[config.mk]
export PLATFORM = sky130hd
export DESIGN_NAME = axi_read_engine_flat
export DESIGN_NICKNAME = d
export VERILOG_FILES = /design/src/axi_ram_pkg.sv /design/src/ram_port_if.sv /design/src/burst_addr_gen.sv /design/src/axi_read_engine.sv /design/src/flat_wrapper.sv
export VERILOG_INCLUDE_DIRS = /design/src /design/src/src
export SDC_FILE = /design/constraint.sdc
export NUM_CORES = 1
export LEC_CHECK = 0
export ABC_CLOCK_PERIOD_IN_PS = 6850
export BUFFER_PORTS_ARGS = -buffer_cell sky130_fd_sc_hd__buf_2
export CAP_MARGIN = 10
export CORE_MARGIN = 2
export CORE_UTILIZATION = 59
export CTS_BUF_LIST = sky130_fd_sc_hd__clkbuf_8
export CTS_CLUSTER_DIAMETER = 40
export DETAILED_ROUTE_END_ITERATION = 7
export PLACE_DENSITY = 0.95
export SYNTH_ARGS = -nofsm -noshare
export SYNTH_HDL_FRONTEND = slang
export SYNTH_SLANG_ARGS = --single-unit
export TNS_END_PERCENT = 100
[constraint.sdc]
create_clock -name S_AXI_ACLK -period 6.85 [get_ports S_AXI_ACLK]
set_clock_uncertainty 0.1 [all_clocks]
set_input_delay 1.37 -clock S_AXI_ACLK [delete_from_list [all_inputs] [get_ports S_AXI_ACLK]]
set_output_delay 1.37 -clock S_AXI_ACLK [all_outputs]
set_load 0.01 [all_outputs]
[src/axi_ram_config.svh]
// bus and memory widths for the AXI RAM slave
// included by the package and the memory
`ifndef AXI_RAM_CONFIG_SVH
`define AXI_RAM_CONFIG_SVH

// AXI side
`define AXI_ADDR_W 16
`define AXI_DATA_W 32
`define AXI_ID_W 4
`define AXI_LEN_W 8

// memory side, 2^14 words of 4 bytes span the full 16-bit byte space
`define RAM_WORDS_LOG2 14
`define BYTE_OFFS_W 2

`endif

[src/axi_ram_pkg.sv]
// shared types for the AXI RAM slave
// import wildcard in module bodies, scoped names in port lists
package axi_ram_pkg;

`include "axi_ram_config.svh"

    typedef logic [`AXI_ADDR_W-1:0]     addr_t;
    typedef logic [`RAM_WORDS_LOG2-1:0] word_idx_t;

    typedef struct packed {
        word_idx_t              word;  // word index into the RAM
        logic [`BYTE_OFFS_W-1:0] offs;  // byte inside the word
    } word_addr_t;

    // one AXI byte address, seen flat or split
    typedef union packed {
        addr_t      flat;
        word_addr_t split;
    } axi_addr_u;

    typedef logic [`AXI_DATA_W-1:0]   data_t;
    typedef logic [`AXI_DATA_W/8-1:0] strb_t;
    typedef logic [`AXI_ID_W-1:0]     id_t;
    typedef logic [`AXI_LEN_W-1:0]    len_t;  // beats minus one

    typedef enum logic [1:0] {
        BURST_FIXED = 2'b00,
        BURST_INCR  = 2'b01,
        BURST_WRAP  = 2'b10,
        BURST_RSVD  = 2'b11   // handled as INCR
    } burst_t;

    typedef logic [1:0] resp_t;
    localparam resp_t RESP_OKAY = 2'b00;

endpackage

[src/ram_port_if.sv]
// write and read port of the pseudo-dual-port RAM
// the write engine takes wr_side, the read engine rd_side, the memory mem
interface ram_port_if;
    import axi_ram_pkg::*;

    // write port
    logic      we;
    strb_t     wstrb;
    word_idx_t waddr;
    data_t     wdata;

    // read port, one cycle latency
    logic      re;
    word_idx_t raddr;
    data_t     rdata;  // held until the next re

    modport wr_side (
        output we, wstrb, waddr, wdata
    );

    modport rd_side (
        output re, raddr,
        input  rdata
    );

    modport mem (
        input  we, wstrb, waddr, wdata, re, raddr,
        output rdata
    );

endinterface

[src/burst_addr_gen.sv]
// beat counter and word address sequence of one AXI burst
// load on the address transfer, step once per beat
module burst_addr_gen (
    input  logic                  S_AXI_ACLK,
    input  logic                  S_AXI_ARESETN,
    input  logic                  load,
    input  axi_ram_pkg::axi_addr_u start,
    input  axi_ram_pkg::len_t     len,
    input  axi_ram_pkg::burst_t   burst,
    input  logic                  step,
    output axi_ram_pkg::word_idx_t word_addr,
    output logic                  last
);
    import axi_ram_pkg::*;

    word_idx_t cur_word;
    word_idx_t wrap_mask;
    len_t      beat_cnt;
    len_t      len_r;
    burst_t    burst_r;

    // len+1 is a power of two for WRAP, so len itself masks the block
    assign wrap_mask = word_idx_t'(len_r);
    assign word_addr = cur_word;
    assign last      = (beat_cnt == len_r);

    always_ff @(posedge S_AXI_ACLK) begin
        if (!S_AXI_ARESETN) begin
            beat_cnt <= '0;
            len_r    <= '0;
            burst_r  <= BURST_INCR;
        end else if (load) begin
            beat_cnt <= '0;
            len_r    <= len;
            burst_r  <= burst;
        end else if (step) begin
            beat_cnt <= beat_cnt + 1'b1;
        end
    end

    always_ff @(posedge S_AXI_ACLK) begin
        if (load) begin
            cur_word <= start.split.word;  // byte offset dropped, full-width beats
        end else if (step) begin
            case (burst_r)
                BURST_FIXED: cur_word <= cur_word;
                BURST_WRAP:  cur_word <= (cur_word & ~wrap_mask) |
                                         ((cur_word + 1'b1) & wrap_mask);
                default:     cur_word <= cur_word + 1'b1;  // INCR and reserved
            endcase
        end
    end

    wrap_len_legal: assert property (@(posedge S_AXI_ACLK) disable iff (!S_AXI_ARESETN)
        load && burst == BURST_WRAP |-> len inside {len_t'(1), len_t'(3), len_t'(7), len_t'(15)});

endmodule

[src/axi_read_engine.sv]
// AXI4 read channels, one burst at a time
// RAM reads are issued only when the two-entry R buffer has room for them
module axi_read_engine (
    input  logic                S_AXI_ACLK,
    input  logic                S_AXI_ARESETN,
    input  axi_ram_pkg::id_t    arid,
    input  axi_ram_pkg::addr_t  araddr,
    input  axi_ram_pkg::len_t   arlen,
    input  axi_ram_pkg::burst_t arburst,
    input  logic                arvalid,
    output logic                arready,
    output axi_ram_pkg::id_t    rid,
    output axi_ram_pkg::data_t  rdata,
    output axi_ram_pkg::resp_t  rresp,
    output logic                rlast,
    output logic                rvalid,
    input  logic                rready,
    ram_port_if.rd_side         ram
);
    import axi_ram_pkg::*;

    typedef enum logic [1:0] {RD_IDLE, RD_ISSUE, RD_DRAIN} rd_state_t;

    rd_state_t  state;
    axi_addr_u  ar_start;
    word_idx_t  rd_word;
    logic       ar_hs;
    logic       r_hs;
    logic       beat_last;
    logic       issue;
    logic       pend;       // read issued last cycle, data on ram.rdata now
    logic       pend_last;
    data_t      ob_data [2];
    logic       ob_last [2];
    logic       wr_ptr;
    logic       rd_ptr;
    logic [1:0] occ;
    logic [1:0] occ_after;

    assign ar_start.flat = araddr;
    assign ar_hs         = arvalid && arready;
    assign r_hs          = rvalid && rready;
    assign arready       = (state == RD_IDLE);

    // occupancy at the next edge, a read issued now lands one edge later
    assign occ_after = occ + {1'b0, pend} - {1'b0, r_hs};
    assign issue     = (state == RD_ISSUE) && !occ_after[1];

    burst_addr_gen addr_gen (
        .S_AXI_ACLK   (S_AXI_ACLK),
        .S_AXI_ARESETN(S_AXI_ARESETN),
        .load         (ar_hs),
        .start        (ar_start),
        .len          (arlen),
        .burst        (arburst),
        .step         (issue),
        .word_addr    (rd_word),
        .last         (beat_last)
    );

    assign ram.re    = issue;
    assign ram.raddr = rd_word;

    always_ff @(posedge S_AXI_ACLK) begin
        if (!S_AXI_ARESETN) begin
            state  <= RD_IDLE;
            pend   <= 1'b0;
            occ    <= '0;
            wr_ptr <= 1'b0;
            rd_ptr <= 1'b0;
        end else begin
            pend <= issue;
            occ  <= occ_after;
            if (pend) wr_ptr <= ~wr_ptr;
            if (r_hs) rd_ptr <= ~rd_ptr;
            case (state)
                RD_IDLE: begin
                    if (ar_hs) state <= RD_ISSUE;
                end
                RD_ISSUE: begin
                    if (issue && beat_last) state <= RD_DRAIN;  // all reads out
                end
                RD_DRAIN: begin
                    if (r_hs && rlast) state <= RD_IDLE;
                end
                default: state <= RD_IDLE;
            endcase
        end
    end

    // payload side, no reset
    always_ff @(posedge S_AXI_ACLK) begin
        if (ar_hs) rid <= arid;
        if (issue) pend_last <= beat_last;
        if (pend) begin
            ob_data[wr_ptr] <= ram.rdata;
            ob_last[wr_ptr] <= pend_last;
        end
    end

    assign rvalid = (occ != 2'd0);
    assign rdata  = ob_data[rd_ptr];
    assign rlast  = ob_last[rd_ptr];
    assign rresp  = RESP_OKAY;

    r_hold_under_stall: assert property (@(posedge S_AXI_ACLK) disable iff (!S_AXI_ARESETN)
        rvalid && !rready |=> rvalid && $stable(rdata) && $stable(rlast));

endmodule

[src/flat_wrapper.sv]
// flat-port wrapper written by rule: the top's interface ports become plain ports
module axi_read_engine_flat import axi_ram_pkg::*;
  (S_AXI_ACLK, S_AXI_ARESETN, arid, araddr, arlen, arburst, arvalid, arready, rid, rdata, rresp, rlast, rvalid, rready, ram_re, ram_raddr, ram_rdata);
  ram_port_if ram_i ();
  input  logic S_AXI_ACLK;
  input  logic S_AXI_ARESETN;
  input  axi_ram_pkg::id_t arid;
  input  axi_ram_pkg::addr_t araddr;
  input  axi_ram_pkg::len_t arlen;
  input  axi_ram_pkg::burst_t arburst;
  input  logic arvalid;
  output logic arready;
  output axi_ram_pkg::id_t rid;
  output axi_ram_pkg::data_t rdata;
  output axi_ram_pkg::resp_t rresp;
  output logic rlast;
  output logic rvalid;
  input  logic rready;
  output wire logic [$bits(ram_i.re)-1:0] ram_re;
  output wire logic [$bits(ram_i.raddr)-1:0] ram_raddr;
  input wire logic [$bits(ram_i.rdata)-1:0] ram_rdata;
  assign ram_re = ram_i.re;
  assign ram_raddr = ram_i.raddr;
  assign ram_i.rdata = ram_rdata;
  axi_read_engine u_core (.S_AXI_ACLK(S_AXI_ACLK), .S_AXI_ARESETN(S_AXI_ARESETN), .arid(arid), .araddr(araddr), .arlen(arlen), .arburst(arburst), .arvalid(arvalid), .arready(arready), .rid(rid), .rdata(rdata), .rresp(rresp), .rlast(rlast), .rvalid(rvalid), .rready(rready), .ram(ram_i));
endmodule
Word-level counts from Yosys, hierarchy flattened
Memory sizes are Yosys's and may differ from the RTL's. A register that Yosys moved wholly into a read port is not among the register bits.
Index checks and enable logic that the tools add are counted.
{"block": "word_totals", "ramBits": 66, "out_inout_bits": 56, "inputBits": 66, "ff_bits": 44, "mem_count": 2, "elab_cells": 58}
{"block": "classes", "addsub": 4, "n_reduce_logical": 13, "n_mux": 13, "n_bitwise": 7, "n_eq_ne": 8}
{"memory": "u_core.ob_data", "words": 2, "width": 32, "read_ports": 1, "rd_ports_with_merged_regs": 1, "write_ports": 1, "line_no": "axi_read_engine.sv:33", "text": "data_t ob_data [2];"}
{"memory": "u_core.ob_last", "words": 2, "width": 1, "read_ports": 1, "rd_ports_with_merged_regs": 1, "write_ports": 1, "line_no": "axi_read_engine.sv:34", "text": "logic ob_last [2];"}
{"op": "$mux 14", "n": 2}
{"op": "$pmux 14 s2", "n": 1}
{"op": "$add 14x1->14 const B", "n": 1}
{"op": "$and 14x14->14", "n": 1}
{"op": "$and 14x8->14", "n": 1}
{"op": "$not 8->14", "n": 1}
{"op": "$or 14x14->14", "n": 1}
{"op": "$add 8x1->8 const B", "n": 1}
{"op": "$eq 8x8->1", "n": 1}
{"op": "$mux 1", "n": 6}
{"op": "$mux 2", "n": 3}
{"op": "$ne 2x2->1 const B", "n": 3}
{"op": "$pmux 2 s3", "n": 1}
{"op": "$logic_and 1x1->1", "n": 5}
{"op": "$eq 2x2->1 const B", "n": 2}
{"op": "$logic_not 2->1", "n": 2}
{"op": "$reduce_bool 2->1", "n": 2}
{"op": "$not 1->1", "n": 3}
{"op": "$reduce_and 3->1", "n": 1}
{"op": "$add 2x1->2", "n": 1}
{"op": "$eq 2x1->1 const B", "n": 1}
{"op": "$ne 2x1->1 const B", "n": 1}
{"op": "$reduce_and 2->1", "n": 1}
{"op": "$reduce_or 2->1", "n": 1}
{"op": "2 further kinds", "n": 2}

Longest topological paths before layout
{"block": "depth", "ltp_word": 8, "depth_mapped": 10}

Cells and area by module
From an unflattened synthesis, not the netlist that was laid out.
{"block": "unflattened", "cells_unflattened": 324, "hier_area_um2": 4687.0}
{"module": "axi_read_engine", "seq_area_each_um2": 2292.2, "cells_per_inst": 148, "instances": 1, "area_per_inst_um2": 2912.8}
{"module": "burst_addr_gen", "seq_area_each_um2": 780.7, "cells_per_inst": 176, "instances": 1, "area_per_inst_um2": 1774.2}

Worst setup path after synthesis
No wires, ideal clock.
{"block": "synth_timing", "path_kind": "input to output", "startpoint": "input port rready", "endpoint": "output port ram_re", "slack_ns": 2.759, "arrival_ns": 2.621, "stages": 8, "path_buffers": 0, "path_cell_list": "o21ai_0 > inv_1 > ha_1 > inv_1 > ha_1 > xnor3_2 > nand2_1 > inv_1"}
{"block": "synth_via", "elab_chain_cells": 4}
{"item": "start, declared", "line_no": "flat_wrapper.sv:18", "text": "input logic rready;"}
{"item": "$logic_and 1x1->1", "line_no": "axi_read_engine.sv:42", "text": "assign r_hs = rvalid && rready;"}
{"item": "named net u_core.r_hs", "line_no": "axi_read_engine.sv:28", "text": "logic r_hs;"}
{"item": "$sub 2x1->2", "line_no": "axi_read_engine.sv:46", "text": "assign occ_after = occ + {1'b0, pend} - {1'b0, r_hs};"}
{"item": "$logic_not 1->1", "line_no": "axi_read_engine.sv:47", "text": "assign issue = (state == RD_ISSUE) && !occ_after[1];"}
{"item": "$logic_and 1x1->1", "line_no": "axi_read_engine.sv:47"}
{"item": "end, declared", "line_no": "flat_wrapper.sv:19", "text": "output wire logic [$bits(ram_i.re)-1:0] ram_re;"}
The timed path passes the listed nets, and every way through them passes these cells.

Worst setup path after layout
Same ends and word-level chain as after synthesis.

==> summary.md <==
| Metric | Value |
|---|---|
| Status | `finished, final reports clean` |
| Core ar. | `between 7000 and 8000 sq um` |
| Global route hottest layer | `met2` |
| R2r endpoint | `u_core.addr_gen.word_addr[13]` |
| Number of CTS-inserted buffers | `9` |
| CP Depth | `10` |
| Met2 usage | `0.395` |
| WL/cell | `approximately 17 um` |
| GRT Resource Usage Total | `0.220` |
| Detailed-route DRC error count | `0` |
| Vias in the first global route | `about 3100` |
| CTS resizes | `0` |
| Hold Fails Final Rpt | `0` |
| Reg-to-reg setup timing slack | `4170 ps` |
| Critical Path Fanout Max | `9` |
| Crit Path Class | `primary input to output port` |
| Leak | `between 2 and 2.5 nW` |
| Synth cell types | `46` |
| Buf/Inv on CP | `5` |
| Post-synth EDFFs | `85` |
| Top Family by Delay on Critical Path | `buffers and inverters` |
| Total grt overflow | `0` |
| First-pass GRT wire length | `roughly 14 mm` |
| Mean Syn Cell Area | `13.4 sq um` |
| Worst-Skew Late Latency | `between 300 and 400 ps` |
| WP data arrival | `approximately 3000 ps` |
| Reg-to-Reg Start | `u_core.occ[1]` |
| Clock slew at reported path FFs | `between 100 and 150 ps` |
| Root Buffer | `clkbuf_8` |
| Worst-Margin Slew | `about 940 ps` |
| CTS tree | `done` |
| Synth async-reset ratio | `0` |
| Max VDD drop | `roughly 0.00020 V` |
| Layout area overhead | `18.4%` |
| Yosys Warn Count | `0` |
| Cell Rows | `32` |
| WL final | `roughly 9.5 mm` |
| Crit share post-route | `0.662` |
| Max-cap check violation count | `0` |
| Critical Path RT | `between 5000 and 6000 ps` |
| Post-Synthesis Cells | `between 300 and 400` |
| Crit-path slowest cell | `xnor3_2` |
| Netlist Area Pre-Place | `about 4600 sq um` |
| Initial antenna violation count | `0` |
| Seq cells post-synth | `~110` |
| Fin area | `between 5000 and 6000 sq um` |
| N_diodes | `0` |
| Final Setup Violations | `0` |
| Placement Cell Area | `roughly 5300 sq um` |
| Non-Filler Instances | `between 500 and 600` |
| Hold path start | `u_core.pend_last` |
| Share of cells above drive strength 1 | `0.382` |
| HPWL after DPL | `6.70 mm` |
| Port bufs | `about 120` |
| Drt via density | `5.51` |
| Final Critical Period | `approximately 4500 ps` |
| Prevailing post-synth register cell | `edfxtp_1` |
| Drt initial violations | `~170` |
| Max Clock Freq | `between 0.2 and 0.25 GHz` |
| CP endpoint | `ram_re` |
| I/O Pins | `approximately 120` |
| H-tree Lvls | `3` |
| R2R depth | `9` |
| Worst setup EP type | `output port` |
| DR pass1 iterations | `4` |
| # clock sinks | `111` |
| Max incr delay on CP | `~350 ps` |
| CP dominant cell by count | `inv_1` |
| Setup TNS | `0 ps` |
| Via count | `3143` |
| Die Wd | `92.8 um` |
| Post-CTS Hold Buffers | `0` |
| Met3 Usage GRT | `0.0480` |
| DRT antenna net count | `0` |
| Clock Path Buffers | `2` |
| Die Ht | `a little over 90 um` |
| Slew Limit Headroom | `0.373` |
| Power per Cell Area | `around 350 nW/um^2` |
| Sequential area share after synthesis | `0.661` |
| Final nets | `roughly 530` |
| Largest net degree at the start of global routing | `35` |
| Global Route met1 Usage | `0.255` |
| Placed cells | `approximately 550` |
| Die Footprint | `8610 sq um` |
| Post-CTS Setup Repair Bufs | `0` |
| Gpl congestion | `about 0.81` |
| RSZ-0062 raised after global routing | `false` |
| Crit start category | `primary input` |
| Initial Util | `0.605` |
| Max Slew Vio Count | `0` |
| Crit path cell chain | `buf_2, o21ai_0, inv_1, ha_1, inv_1, ha_1, xnor3_2, nand2_1, inv_1, buf_2` |
| Critical path origin | `rready` |
| Hold crit path type | `register to register` |
[layout by cell type (no fill, tap or decap), types with 2 or more instances in the layout]
| master | count |
|---|---|
| a21boi_0 | 9 |
| a21oi_1 | 3 |
| a31oi_1 | 2 |
| and2_1 | 4 |
| and3_1 | 2 |
| buf_2 | 117 |
| buf_4 | 2 |
| clkbuf_8 | 9 |
| conb_1 | 2 |
| dfxtp_1 | 26 |
| edfxtp_1 | 85 |
| ha_1 | 4 |
| inv_1 | 7 |
| inv_6 | 3 |
| inv_8 | 2 |
| mux2_2 | 33 |
| nand2_1 | 47 |
| nand2b_1 | 2 |
| nand3_1 | 9 |
| nand4_1 | 4 |
| nor2_1 | 14 |
| nor2b_1 | 2 |
| nor3_1 | 3 |
| nor4_1 | 4 |
| o21a_1 | 9 |
| o21ai_0 | 18 |
| o31ai_1 | 2 |
| xnor2_1 | 19 |
| xor2_1 | 6 |
[cells by family after synthesis]
logic type | count (synthesis) | share of synthesized area
simple gates | 100 | 0.104
xor+xnor | 26 | 0.0522
fa+ha+maj | 4 | 0.0108
flops | 111 | 0.661
buf+inv | 21 | 0.0210
mux | 33 | 0.0799
other cells | 1 | 0.000807
compound gates | 50 | 0.0705
[layer usage]
layer  share of wire  up-vias
met2            0.52      119
li1                -     1479
met5               0        -
met3           0.059       24
met1            0.40     1521
met4           0.025        0
[final cells by class]
| cell class | instances | area [sq um] |
|---|---|---|
| Sequential cell | 111 | 3070 |
| Fill cell | 524 | 2180 |
| Multi-Input combinational cell | 215 | 1490 |
| Timing Repair Buffer | 119 | 601 |
| Tap cell | 102 | 128 |
| Clock buffer | 9 | 124 |
| Clock inverter | 7 | 61.3 |
| Inverter | 7 | 26.3 |
[sequential cells by signal, indices dropped and copies added, names as in the netlist, named ones only]
name                       count
u_core.addr_gen.beat_cnt       8
u_core.addr_gen.burst_r        2
u_core.addr_gen.len_r          8
u_core.addr_gen.word_addr      7
u_core.ob_data                64
u_core.ob_last                 2
u_core.occ                     2
u_core.pend                    1
u_core.pend_last               1
u_core.rd_ptr                  1
u_core.rid                     4
u_core.state                   2
u_core.wr_ptr                  1
[synthesized netlist by cell type (3+ instances only)]
library cell | instances | area, sq um
xnor2_1 | 19 | 166
dfxtp_1 | 26 | 521
nor3_1 | 3 | 15.0
nand3_1 | 9 | 45.0
nor4_1 | 4 | 25.0
a21boi_0 | 9 | 67.6
o21a_1 | 9 | 67.6
a21oi_1 | 3 | 15.0
xor2_1 | 6 | 52.6
mux2_2 | 33 | 372
and2_1 | 4 | 25.0
o21ai_0 | 18 | 90.1
nor2_1 | 15 | 56.3
nand2_1 | 47 | 176
clkbuf_1 | 8 | 30.0
inv_1 | 6 | 22.5
ha_1 | 4 | 50.1
nand4_1 | 4 | 25.0
edfxtp_1 | 85 | 2550
[through the flow]
stage          hold slack [ps]   util  power, mW  setup slack (ps)
6_report                   360  0.716       1.94              2320
5_1_grt                    397  0.716       2.04              2190
4_1_cts                    369  0.716       1.95              2310
3_5_place_dp               344  0.692       1.58              2350
3_3_place_gp               324  0.692       1.55              2380
2_1_floorplan              321      -       1.37              2760
[power breakdown]
part	switching, mW	internal (mW)
Combinational	0.342	0.276
Sequential	0.0838	0.869
Clock	0.228	0.141
Total	0.653	1.29
[worst min-delay path by stage]
stage / endpoint / slack [ps] / cells past startpoint
2_1_floorplan: u_core.ob_last[0] / 320 / 0
3_3_place_gp: u_core.ob_last[0] / 320 / 0
3_5_place_dp: u_core.ob_last[1] / 340 / 0
4_1_cts: u_core.ob_last[1] / 370 / 0
5_1_grt: u_core.ob_last[0] / 400 / 0
6_report: u_core.ob_last[1] / 360 / 0
Power figures use the tool's default switching activity.
