$ cat src/axi_ram_config.svh
// bus and memory widths for the AXI RAM slave
// included by the package and the memory
`ifndef AXI_RAM_CONFIG_SVH
`define AXI_RAM_CONFIG_SVH

// AXI side
`define AXI_ADDR_W 16
`define AXI_DATA_W 32
`define AXI_ID_W 4
`define AXI_LEN_W 8

// memory side, 2^14 words of 4 bytes span the full 16-bit byte space
`define RAM_WORDS_LOG2 14
`define BYTE_OFFS_W 2

`endif

$ cat src/axi_ram_pkg.sv
// shared types for the AXI RAM slave
// import wildcard in module bodies, scoped names in port lists
package axi_ram_pkg;

`include "axi_ram_config.svh"

    typedef logic [`AXI_ADDR_W-1:0]     addr_t;
    typedef logic [`RAM_WORDS_LOG2-1:0] word_idx_t;

    typedef struct packed {
        word_idx_t              word;  // word index into the RAM
        logic [`BYTE_OFFS_W-1:0] offs;  // byte inside the word
    } word_addr_t;

    // one AXI byte address, seen flat or split
    typedef union packed {
        addr_t      flat;
        word_addr_t split;
    } axi_addr_u;

    typedef logic [`AXI_DATA_W-1:0]   data_t;
    typedef logic [`AXI_DATA_W/8-1:0] strb_t;
    typedef logic [`AXI_ID_W-1:0]     id_t;
    typedef logic [`AXI_LEN_W-1:0]    len_t;  // beats minus one

    typedef enum logic [1:0] {
        BURST_FIXED = 2'b00,
        BURST_INCR  = 2'b01,
        BURST_WRAP  = 2'b10,
        BURST_RSVD  = 2'b11   // handled as INCR
    } burst_t;

    typedef logic [1:0] resp_t;
    localparam resp_t RESP_OKAY = 2'b00;

endpackage

$ cat src/ram_port_if.sv
// write and read port of the pseudo-dual-port RAM
// the write engine takes wr_side, the read engine rd_side, the memory mem
interface ram_port_if;
    import axi_ram_pkg::*;

    // write port
    logic      we;
    strb_t     wstrb;
    word_idx_t waddr;
    data_t     wdata;

    // read port, one cycle latency
    logic      re;
    word_idx_t raddr;
    data_t     rdata;  // held until the next re

    modport wr_side (
        output we, wstrb, waddr, wdata
    );

    modport rd_side (
        output re, raddr,
        input  rdata
    );

    modport mem (
        input  we, wstrb, waddr, wdata, re, raddr,
        output rdata
    );

endinterface

$ cat src/burst_addr_gen.sv
// beat counter and word address sequence of one AXI burst
// load on the address transfer, step once per beat
module burst_addr_gen (
    input  logic                  S_AXI_ACLK,
    input  logic                  S_AXI_ARESETN,
    input  logic                  load,
    input  axi_ram_pkg::axi_addr_u start,
    input  axi_ram_pkg::len_t     len,
    input  axi_ram_pkg::burst_t   burst,
    input  logic                  step,
    output axi_ram_pkg::word_idx_t word_addr,
    output logic                  last
);
    import axi_ram_pkg::*;

    word_idx_t cur_word;
    word_idx_t wrap_mask;
    len_t      beat_cnt;
    len_t      len_r;
    burst_t    burst_r;

    // len+1 is a power of two for WRAP, so len itself masks the block
    assign wrap_mask = word_idx_t'(len_r);
    assign word_addr = cur_word;
    assign last      = (beat_cnt == len_r);

    always_ff @(posedge S_AXI_ACLK) begin
        if (!S_AXI_ARESETN) begin
            beat_cnt <= '0;
            len_r    <= '0;
            burst_r  <= BURST_INCR;
        end else if (load) begin
            beat_cnt <= '0;
            len_r    <= len;
            burst_r  <= burst;
        end else if (step) begin
            beat_cnt <= beat_cnt + 1'b1;
        end
    end

    always_ff @(posedge S_AXI_ACLK) begin
        if (load) begin
            cur_word <= start.split.word;  // byte offset dropped, full-width beats
        end else if (step) begin
            case (burst_r)
                BURST_FIXED: cur_word <= cur_word;
                BURST_WRAP:  cur_word <= (cur_word & ~wrap_mask) |
                                         ((cur_word + 1'b1) & wrap_mask);
                default:     cur_word <= cur_word + 1'b1;  // INCR and reserved
            endcase
        end
    end

    wrap_len_legal: assert property (@(posedge S_AXI_ACLK) disable iff (!S_AXI_ARESETN)
        load && burst == BURST_WRAP |-> len inside {len_t'(1), len_t'(3), len_t'(7), len_t'(15)});

endmodule

$ cat src/axi_write_engine.sv
// AXI4 write channels, one burst at a time
// every accepted W beat goes straight to the RAM write port
module axi_write_engine (
    input  logic                S_AXI_ACLK,
    input  logic                S_AXI_ARESETN,
    input  axi_ram_pkg::id_t    awid,
    input  axi_ram_pkg::addr_t  awaddr,
    input  axi_ram_pkg::len_t   awlen,
    input  axi_ram_pkg::burst_t awburst,
    input  logic                awvalid,
    output logic                awready,
    input  axi_ram_pkg::data_t  wdata,
    input  axi_ram_pkg::strb_t  wstrb,
    input  logic                wlast,
    input  logic                wvalid,
    output logic                wready,
    output axi_ram_pkg::id_t    bid,
    output axi_ram_pkg::resp_t  bresp,
    output logic                bvalid,
    input  logic                bready,
    ram_port_if.wr_side         ram
);
    import axi_ram_pkg::*;

    typedef enum logic [1:0] {WR_IDLE, WR_DATA, WR_RESP} wr_state_t;

    wr_state_t state;
    axi_addr_u aw_start;
    word_idx_t wr_word;
    logic      aw_hs;
    logic      w_hs;
    logic      beat_last;

    assign aw_start.flat = awaddr;
    assign aw_hs         = awvalid && awready;
    assign w_hs          = wvalid && wready;

    assign awready = (state == WR_IDLE);
    assign wready  = (state == WR_DATA);
    assign bvalid  = (state == WR_RESP);
    assign bresp   = RESP_OKAY;

    burst_addr_gen addr_gen (
        .S_AXI_ACLK   (S_AXI_ACLK),
        .S_AXI_ARESETN(S_AXI_ARESETN),
        .load         (aw_hs),
        .start        (aw_start),
        .len          (awlen),
        .burst        (awburst),
        .step         (w_hs),
        .word_addr    (wr_word),
        .last         (beat_last)
    );

    // write at the edge of the W transfer
    assign ram.we    = w_hs;
    assign ram.wstrb = wstrb;
    assign ram.waddr = wr_word;
    assign ram.wdata = wdata;

    always_ff @(posedge S_AXI_ACLK) begin
        if (!S_AXI_ARESETN) begin
            state <= WR_IDLE;
        end else begin
            case (state)
                WR_IDLE: begin
                    if (aw_hs) state <= WR_DATA;
                end
                WR_DATA: begin
                    if (w_hs && beat_last) state <= WR_RESP;  // counted last beat
                end
                WR_RESP: begin
                    if (bready) state <= WR_IDLE;
                end
                default: state <= WR_IDLE;
            endcase
        end
    end

    always_ff @(posedge S_AXI_ACLK) begin
        if (aw_hs) bid <= awid;  // echoed on B
    end

    wlast_matches_count: assert property (@(posedge S_AXI_ACLK) disable iff (!S_AXI_ARESETN)
        w_hs |-> (wlast == beat_last));

endmodule

$ cat src/flat_wrapper.sv
// flat-port wrapper written by rule: the top's interface ports become plain ports
module axi_write_engine_flat import axi_ram_pkg::*;
  (S_AXI_ACLK, S_AXI_ARESETN, awid, awaddr, awlen, awburst, awvalid, awready, wdata, wstrb, wlast, wvalid, wready, bid, bresp, bvalid, bready, ram_we, ram_wstrb, ram_waddr, ram_wdata);
  ram_port_if ram_i ();
  input  logic S_AXI_ACLK;
  input  logic S_AXI_ARESETN;
  input  axi_ram_pkg::id_t awid;
  input  axi_ram_pkg::addr_t awaddr;
  input  axi_ram_pkg::len_t awlen;
  input  axi_ram_pkg::burst_t awburst;
  input  logic awvalid;
  output logic awready;
  input  axi_ram_pkg::data_t wdata;
  input  axi_ram_pkg::strb_t wstrb;
  input  logic wlast;
  input  logic wvalid;
  output logic wready;
  output axi_ram_pkg::id_t bid;
  output axi_ram_pkg::resp_t bresp;
  output logic bvalid;
  input  logic bready;
  output wire logic [$bits(ram_i.we)-1:0] ram_we;
  output wire logic [$bits(ram_i.wstrb)-1:0] ram_wstrb;
  output wire logic [$bits(ram_i.waddr)-1:0] ram_waddr;
  output wire logic [$bits(ram_i.wdata)-1:0] ram_wdata;
  assign ram_we = ram_i.we;
  assign ram_wstrb = ram_i.wstrb;
  assign ram_waddr = ram_i.waddr;
  assign ram_wdata = ram_i.wdata;
  axi_write_engine u_core (.S_AXI_ACLK(S_AXI_ACLK), .S_AXI_ARESETN(S_AXI_ARESETN), .awid(awid), .awaddr(awaddr), .awlen(awlen), .awburst(awburst), .awvalid(awvalid), .awready(awready), .wdata(wdata), .wstrb(wstrb), .wlast(wlast), .wvalid(wvalid), .wready(wready), .bid(bid), .bresp(bresp), .bvalid(bvalid), .bready(bready), .ram(ram_i));
endmodule
$ cat config.mk
export PLATFORM = sky130hd
export DESIGN_NAME = axi_write_engine_flat
export DESIGN_NICKNAME = d
export VERILOG_FILES = /design/src/axi_ram_pkg.sv /design/src/ram_port_if.sv /design/src/burst_addr_gen.sv /design/src/axi_write_engine.sv /design/src/flat_wrapper.sv
export VERILOG_INCLUDE_DIRS = /design/src /design/src/src
export SDC_FILE = /design/constraint.sdc
export NUM_CORES = 1
export LEC_CHECK = 0
export ABC_AREA = 1
export BUFFER_PORTS_ARGS = -buffer_cell sky130_fd_sc_hd__buf_2
export CORE_MARGIN = 2
export CORE_UTILIZATION = 42
export DETAILED_ROUTE_END_ITERATION = 10
export GPL_ROUTABILITY_DRIVEN = 0
export PLACE_DENSITY = 0.73
export SYNTH_ARGS = -nofsm -noshare
export SYNTH_HDL_FRONTEND = slang
export SYNTH_SLANG_ARGS = --single-unit
$ cat constraint.sdc
create_clock -name S_AXI_ACLK -period 1.62 [get_ports S_AXI_ACLK]
set_input_delay 0.486 -clock S_AXI_ACLK [delete_from_list [all_inputs] [get_ports S_AXI_ACLK]]
set_output_delay 0.486 -clock S_AXI_ACLK [all_outputs]
set_load 0.05 [all_outputs]
* After elaboration in Yosys (flattened, before gate mapping) *
Index checks and enable logic that the tools add are counted.

storage, ports and cells
  input bits = 72
  flip-flop bits (word level) = 38
  output and inout bits = 60
  word-level logic and storage cells = 37

cells by class
  reductions and logical operators = 9
  add/subtract/negate cells = 2
  eq/ne operators = 8
  multiplexer cells = 7
  bitwise logic cells = 5

operator list
  kind                     count
  $mux W14                 2
  $pmux W14 S2             1
  $add A14 B1 Y14 const B  1
  $and A14 B14 Y14         1
  $and A14 B8 Y14          1
  $not A8 Y14              1
  $or A14 B14 Y14          1
  $add A8 B1 Y8 const B    1
  $eq A8 B8 Y1             1
  $mux W2                  3
  $ne A2 B2 Y1 const B     3
  $pmux W2 S3              1
  $eq A2 B2 Y1 const B     2
  $logic_not A2 Y1         2
  $logic_and A1 B1 Y1      3
  $reduce_and A3 Y1        1
  $eq A2 B1 Y1 const B     1
  $ne A2 B1 Y1 const B     1
  $reduce_and A2 Y1        1
  $reduce_bool A2 Y1       1
  $reduce_or A2 Y1         1
  $not A1 Y1               1

* Longest topological paths before layout *
Gate-level depths: netlist of run 1.

  depth in word-level cells = 6
  gate-level depth with buffers = 8

* Hierarchy *
A second synthesis of run 1 with hierarchy kept.

unflattened totals
  cell total of the unflattened synthesis = 315
  area total of the unflattened synthesis = 2369.8 µm²

by module, submodules not included
  module            cells each  seq. area each (µm²)  instances  area an instance (µm²)
  burst_addr_gen    251         780.7                 1          1835.5
  axi_write_engine  64          160.2                 1          534.3

* Least setup slack after synthesis of run 1 *
No wires, ideal clock.

  path kind = reg-to-reg
  start point = register u_core.addr_gen.cur_word[0], in the netlist u_core.addr_gen.word_addr[0]
  end point = register u_core.addr_gen.cur_word[10], in the netlist u_core.addr_gen.word_addr[10] (data pin)
  path slack = -0.297 ns
  arrival = 1.664 ns
  required time = 1.367 ns
  cell stages (with the launch flop) = 8
  library setup time = 0.253 ns
  path buffers = 0
  cells stage by stage = edfxtp_1 > ha_1 > nand2_2 > nor2_2 > nand3_2 > or2_0 > nand3_1 > nand2_1

on the way
  cells in the longest elaborated chain, start to end = 6

RTL lines
  element                   line                                        RTL
  start: declaration        burst_addr_gen.sv:16                        word_idx_t cur_word;
  start signal: assignment  burst_addr_gen.sv:43                        cur_word <= start.split.word;
  start signal: assignment  burst_addr_gen.sv:46                        BURST_FIXED: cur_word <= cur_word;
  start signal: assignment  burst_addr_gen.sv:47                        BURST_WRAP: cur_word <= (cur_word & ~wrap_mask) |
  $add A14 B1 Y14 *         burst_addr_gen.sv:48, burst_addr_gen.sv:49
  $and A14 B8 Y14           burst_addr_gen.sv:48                        ((cur_word + 1'b1) & wrap_mask);
  $or A14 B14 Y14           burst_addr_gen.sv:47
  $pmux W14 S2 *            burst_addr_gen.sv:45                        case (burst_r)
  $mux W14 *                burst_addr_gen.sv:44                        end else if (step) begin
  $mux W14 *                burst_addr_gen.sv:42                        if (load) begin

Every way passes the cells marked *; elsewhere a longest branch is shown, timed or not. The select of a mux whose other input is x is not followed.
A chain may end at the register's enable or synchronous reset.

* Worst setup path after layout of run 1 *
  start point = register u_core.state[1]
  end point = output ram_we

on the way
  cells in the longest elaborated chain, start to end = 2

RTL lines
  element                   line                    RTL
  start: declaration        axi_write_engine.sv:27  wr_state_t state;
  start signal: assignment  axi_write_engine.sv:63  state <= WR_IDLE;
  start signal: assignment  axi_write_engine.sv:67  if (aw_hs) state <= WR_DATA;
  start signal: assignment  axi_write_engine.sv:70  if (w_hs && beat_last) state <= WR_RESP;
  $eq A2 B1 Y1              axi_write_engine.sv:39  assign wready = (state == WR_DATA);
  $logic_and A1 B1 Y1       axi_write_engine.sv:36  assign w_hs = wvalid && wready;
  end: declaration          flat_wrapper.sv:22      output wire logic [$bits(ram_i.we)-1:0] ram_we;

No other way between the ends.

==> results of run 1 <==
worst max path at each step:
stage	startpoint	end	slack [ns]	cells after the start
global route	u_core.state[1]$_SDFFE_PN0P_	ram_we	-0.05	5
global placement	wvalid	u_core.addr_gen.word_addr[11]$_DFFE_PP_	0.06	3
CTS	u_core.state[1]$_SDFFE_PN0P_	ram_we	-0.02	5
finish	u_core.state[1]$_SDFFE_PN0P_	ram_we	0.007	5
detailed placement	wvalid	u_core.addr_gen.word_addr[10]$_DFFE_PP_	0.03	3
floorplan	u_core.addr_gen.word_addr[0]$_DFFE_PP_	u_core.addr_gen.word_addr[10]$_DFFE_PP_	-0.29	7
cells by family after synthesis:
logic type | count (synthesis) | share of synthesized area (%)
compound gates | 55 | 12.06
xor+xnor | 10 | 3.638
fa+ha+maj | 2 | 1.039
buf+inv | 79 | 18.76
flops | 38 | 39.09
other cells | 1 | 0.1558
simple gates | 132 | 25.26
power by group:
group          switching (mW)  internal, mW
sequential             0.0817          1.12
combinational           0.548         0.239
clock                   0.370         0.304
total                   0.999          1.66
through the flow:
| step | util, % | hold slack [ns] | area, um^2 | std cells |
|---|---|---|---|---|
| after CTS | 48.10 | 0.3532 | 2649 | 419 |
| after floorplan | - | 0.4543 | 2431 | 318 |
| after detailed placement | 46.28 | 0.4770 | 2549 | 411 |
| after global routing | 48.40 | 0.3541 | 2665 | 420 |
| after global placement | 46.28 | 0.4745 | 2549 | 411 |
| final | 48.40 | 0.3541 | 2665 | 420 |
layout by cell type, fill, tap and decap left out, drive strengths merged, types with 2 or more instances in the layout:
cell type	count
xnor2	4
edfxtp	18
o21bai	2
xor2	6
clkinv	2
nor3	7
nand2	73
inv	38
nor2	36
dfxtp	20
nand4	4
ha	2
buf	64
nand3	10
a21oi	21
conb	2
o21ai	29
clkbuf	5
worst register-to-register path, cell delays in order, from the launching register on:
cell     delay, ns
dfxtp_2       0.34
inv_2         0.06
nand2_2       0.05
inv_2         0.08
nand2_2       0.09
o21ai_1       0.51
timing repair:
item	4_1_cts	5_1_grt
endpoints found under the hold margin	0	0
setup buffers	0	1
endpoints found under the setup margin	3	5
gates cloned	0	0
resized for setup	4	3
final cells by class:
class	count	area [um^2]	area share, %
multi-input cells	201	1039	38.97
well taps	72	90.09	3.380
repair buffers	64	364.1	13.66
clock inverters	3	20.02	0.7512
inverters	37	141.4	5.305
flip-flops and latches	38	942.2	35.35
clock buffers	5	68.82	2.582
layer usage:
metal / vias to the layer above / share of wire (%) / global-route usage [%]
li1: 1046 / - / -
met1: 926 / 43 / 18.52
met2: 64 / 47 / 28.57
met3: 11 / 8.5 / 5.995
met4: 0 / 1.5 / 8.103
met5: - / 0 / 0
==> run metrics, run 1 <==
master cell of the clock root buffer=clkbuf_8; Peak Freq=620.1 MHz; ratio of cells with drive above 1 in the final layout=28.74%; gate family responsible for the most delay along the worst path=buffers and inverters; detailed-route DRC error count=0; initial detailed-routing violation count=73; vias after detailed routing=2047; GRT Overall Usage=16.80%; relative slew slack=58.82%; largest net degree at the start of global routing=15; clock slew at the register clock pins of the worst setup and hold paths=0.08 ns; maximum fanout count along the critical path=2; post-synthesis sequential area ratio=39.09%; Synth Cell Area=2407 um^2; number of instances in the synthesized netlist=317; most frequent cells after synthesis=68 x nand2_1, 40 x buf_4, 29 x inv_1, 29 x nor2_1, 21 x o21ai_0; type of the worst min-delay path=in -> reg; count of final setup violators=0; I/O pin count=132; floorplan die area=6353 um^2; peak supply drop=0.0003978 V; share of the clock period used by the worst path=99.54%; CTS tree=built; Worst Skew=0.007311 ns; top-count cell post-synth=nand2_1; post-synthesis area per instance=7.594 um^2; wire length per cell=11.97 um; clock latency at the later pin of the worst-skew pair=0.30 ns; RSZ-0062 raised after global routing=yes; crit end category=primary output; slowest library cell on the worst path=dfxtp_2; cells along the critical path=inv_2 > nand2_2 > buf_4 > nor2_4 > buf_8; Power, Total=2.663 mW; Max Cap Viol=0; predominant post-synthesis flop cell=dfxtp_1; Final nets=421; starting density of the core=43.72%; # H-tree levels=2; reg2reg end=u_core.addr_gen.word_addr[10]$_DFFE_PP_; chip width=79.71 um; minimum clock period=1.613 ns; TritonCTS buffer count=5; number of distinct library cell variants in the gate-level netlist after synthesis=32; # port buffers=54; Inserted Diodes=0; worst slack, placed=0.03011 ns; largest cells by area after synthesis=edfxtp_1 22%, dfxtp_1 17%, buf_4 12%; clk sinks=38; area added between synthesis and finish=10.71%; Hold Path Cell Cnt=1; #FFs+latches synth=38; number of global-route vias before repair=1971; required time reported for the critical path endpoint=1.13 ns; initial antenna violation count=0; GR Overflow Total=0; Async SR Flop Fraction=0%; Post-synth EDFFs=18; most area-hungry cell type in the Yosys netlist=edfxtp_1; core area=5507 um^2; number of filler cells placed in the layout=559; yosys warns=0; detailed-placement wirelength estimate=3.979 mm; setup slack of the worst register-to-register path=0.15 ns; Final Hold Viols=0; vertical die dimension=79.71 um; leakage power=1.183 nW; number of max-slew violations in the final report=0; Final ANT Viol Nets=0; startpoint of the most critical register-to-register path=u_core.state[1]$_SDFFE_PN0P_; Buf/Inv on CP=3; vias per cell=4.874; category of the most critical setup path=reg -> out; routed wire length=5.027 mm; launch instance of the worst min-delay path=awid[3]; depth of the most critical reg-to-reg path=5; wire length of the first global-routing pass=8.369 mm; delay contributed by the slowest stage of the critical path=0.34 ns; Setup Total Neg Slack=0 ns; drt first pass iters=4; Worst Setup Slack, final=0.007453 ns; post-synth top area share=22.45%; worst-margin pin slew=0.6136 ns; result of the run=finished clean; CTS Hold Bufs=0; arrival time worst endpoint=1.13 ns; total power per unit cell area=999.4 nW/um^2; num rows=27; number of buffers on the longest clock path=2; Worst setup SP type=flop; Hold Path Sink=u_core.bid[3]$_DFFE_PP_
Note: power is estimated with default switching activity, not from simulation.
==> run 2, diff against run 1 <==
--- a/config.mk
+++ b/config.mk
@@ -9,9 +9,10 @@
 export ABC_AREA = 1
 export BUFFER_PORTS_ARGS = -buffer_cell sky130_fd_sc_hd__buf_2
-export CORE_MARGIN = 2
+export CORE_MARGIN = 4
 export CORE_UTILIZATION = 42
 export DETAILED_ROUTE_END_ITERATION = 10
 export GPL_ROUTABILITY_DRIVEN = 0
 export PLACE_DENSITY = 0.73
+export RECOVER_POWER = 25
 export SYNTH_ARGS = -nofsm -noshare
 export SYNTH_HDL_FRONTEND = slang
==> constraint.sdc (replaced) <==
create_clock -name S_AXI_ACLK -period 1.62 [get_ports S_AXI_ACLK]
set_input_delay 0.081 -clock S_AXI_ACLK [delete_from_list [all_inputs] [get_ports S_AXI_ACLK]]
set_output_delay 0.081 -clock S_AXI_ACLK [all_outputs]
set_load 0.05 [all_outputs]
==> run 2 against run 1 <==
Effect of this change: routed wire length up 4.6%; highest routed layer unchanged; critical path depth increased by 2; clock power increased by 4.0%; global-route usage down 1.2 points; non-clock buffer count increased by 1.
==> run metrics, run 2 (synthesized netlist as in run 1, its figures left out) <==
type of the worst min-delay path=in -> reg; crit end category=flop; vias after detailed routing=2016; peak supply drop=0.0003945 V; CTS tree=built; # H-tree levels=2; result of the run=finished clean; area of placed instances=2519 um^2; required time reported for the critical path endpoint=1.67 ns; Layout Cell Area excl Fill=2681 um^2; drt first pass iters=6; Final Hold Viols=0; Hold Path Sink=u_core.addr_gen.len_r[0]$_SDFFE_PN0P_; TritonCTS buffer count=5; detailed-placement wirelength estimate=4.135 mm; total power per unit cell area=1008 nW/um^2; Final ANT Viol Nets=0; Peak Freq=655.2 MHz; top library cells by usage in the layout, fill and taps aside=67 x nand2_1, 54 x buf_2, 29 x inv_1; wire length per cell=12.48 um; RSZ-0062 raised after global routing=no; maximum fanout count along the critical path=5; largest net degree at the start of global routing=19; GRT Overall Usage=15.56%; vertical die dimension=83.71 um; master cell of the clock root buffer=clkbuf_8; routed wire length=5.256 mm; floorplan die area=7007 um^2; initial detailed-routing violation count=124; share of the clock period used by the worst path=94.21%; core area=5540 um^2; I/O pin count=132; depth of the most critical reg-to-reg path=7; leakage power=1.185 nW; setup slack of the worst register-to-register path=0.09 ns; ratio of cells with drive above 1 in the final layout=27.79%; Worst setup SP type=flop; chip width=83.71 um; Max Cap Viol=0; worst slack, placed=0.08417 ns; number of global-route vias before repair=2053; num rows=27; initial antenna violation count=0; Worst Skew=0.01018 ns; clk sinks=38; category of the most critical setup path=reg -> reg; startpoint of the most critical register-to-register path=u_core.addr_gen.word_addr[0]$_DFFE_PP_; final core occ=48.40%; number of max-slew violations in the final report=0; count of final setup violators=0; clock slew at the register clock pins of the worst setup and hold paths=0.08 ns; # port buffers=54; number of buffers on the longest clock path=2; GR Overflow Total=0; starting density of the core=43.45%; commonest non-fill, non-tap cell in the layout=nand2_1; Inserted Diodes=0; minimum clock period=1.526 ns; detailed-route DRC error count=0; wire length of the first global-routing pass=9.032 mm; vias per cell=4.789; area added between synthesis and finish=11.38%; Final nets=422; clock latency at the later pin of the worst-skew pair=0.29 ns; arrival time worst endpoint=1.58 ns; Power, Total=2.702 mW; reg2reg end=u_core.addr_gen.word_addr[10]$_DFFE_PP_; Setup Total Neg Slack=0 ns; Hold Path Cell Cnt=3; Worst Setup Slack, final=0.09377 ns; launch instance of the worst min-delay path=awlen[0]
## run 2: cell types whose count changed in the layout (fill, tap and decap cells not counted), sizes merged
cell	before	now
clkbuf	5	7
dlygate4sd3	0	4
inv	38	37
buf	64	61
clkinv	2	1
## run 2: final cells by class
class	count	area, um^2
fill	573	2859
multi-input combinational	201	1051
sequential	38	940.9
timing repair buffer	65	362.8
inverter	37	141.4
clock buffer	7	90.09
tap	72	90.09
clock inverter	1	5.005
## run 2: what timing repair did
| item | in CTS | in global routing |
|---|---|---|
| gates resized for setup | 0 | 2 |
| buffers inserted | 0 | 2 |
| endpoints found under the setup margin | 0 | 2 |
| hold buffers | 4 | 0 |
| hold endpoints to repair | 4 | 0 |
## run 2: critical path, stage by stage (launching register included)
cell and delay [ns]:
edfxtp_1 0.42, ha_4 0.16, nand2_2 0.08, nor2_4 0.18, nand3_2 0.11, or2_0 0.21, nand3_1 0.08, nand2_1 0.05
## run 2: how the worst max path moves through the flow
stage	startpoint	end	slack, ns	cells after the start
global placement	flop	u_core.addr_gen.word_addr[10]$_DFFE_PP_	0.13	7
finish	u_core.addr_gen.word_addr[0]$_DFFE_PP_	u_core.addr_gen.word_addr[10]$_DFFE_PP_	0.09	7
floorplan	u_core.addr_gen.word_addr[0]$_DFFE_PP_	u_core.addr_gen.word_addr[10]$_DFFE_PP_	-0.29	7
CTS	flop	u_core.addr_gen.word_addr[10]$_DFFE_PP_	0.08	7
global route	u_core.addr_gen.word_addr[0]$_DFFE_PP_	u_core.addr_gen.word_addr[10]$_DFFE_PP_	0.01	7
detailed placement	flop	u_core.addr_gen.word_addr[10]$_DFFE_PP_	0.08	7
## run 2: where the power goes
part / total (mW) / internal, mW / switching [mW]
logic: 0.793 / 0.242 / 0.551
clock network: 0.700 / 0.360 / 0.339
registers: 1.21 / 1.12 / 0.0870
## run 2: per-layer routing
layer | wire length [um] | part of all wire (%) | global-route usage (%)
met1 | 2207 | 42 | 18.35
met2 | 2540 | 48 | 26.32
met4 | 53 | 1.0 | 5.117
met3 | 455 | 8.7 | 5.429
met5 | 0 | 0 | 0
## run 2: metrics by stage
stage / instances / hold slack (ns)
2_1_floorplan: 318 / 0.1799
3_3_place_gp: 407 / 0.1623
3_5_place_dp: 407 / 0.1623
4_1_cts: 419 / 0.03955
5_1_grt: 421 / 0.04853
6_report: 421 / 0.04289
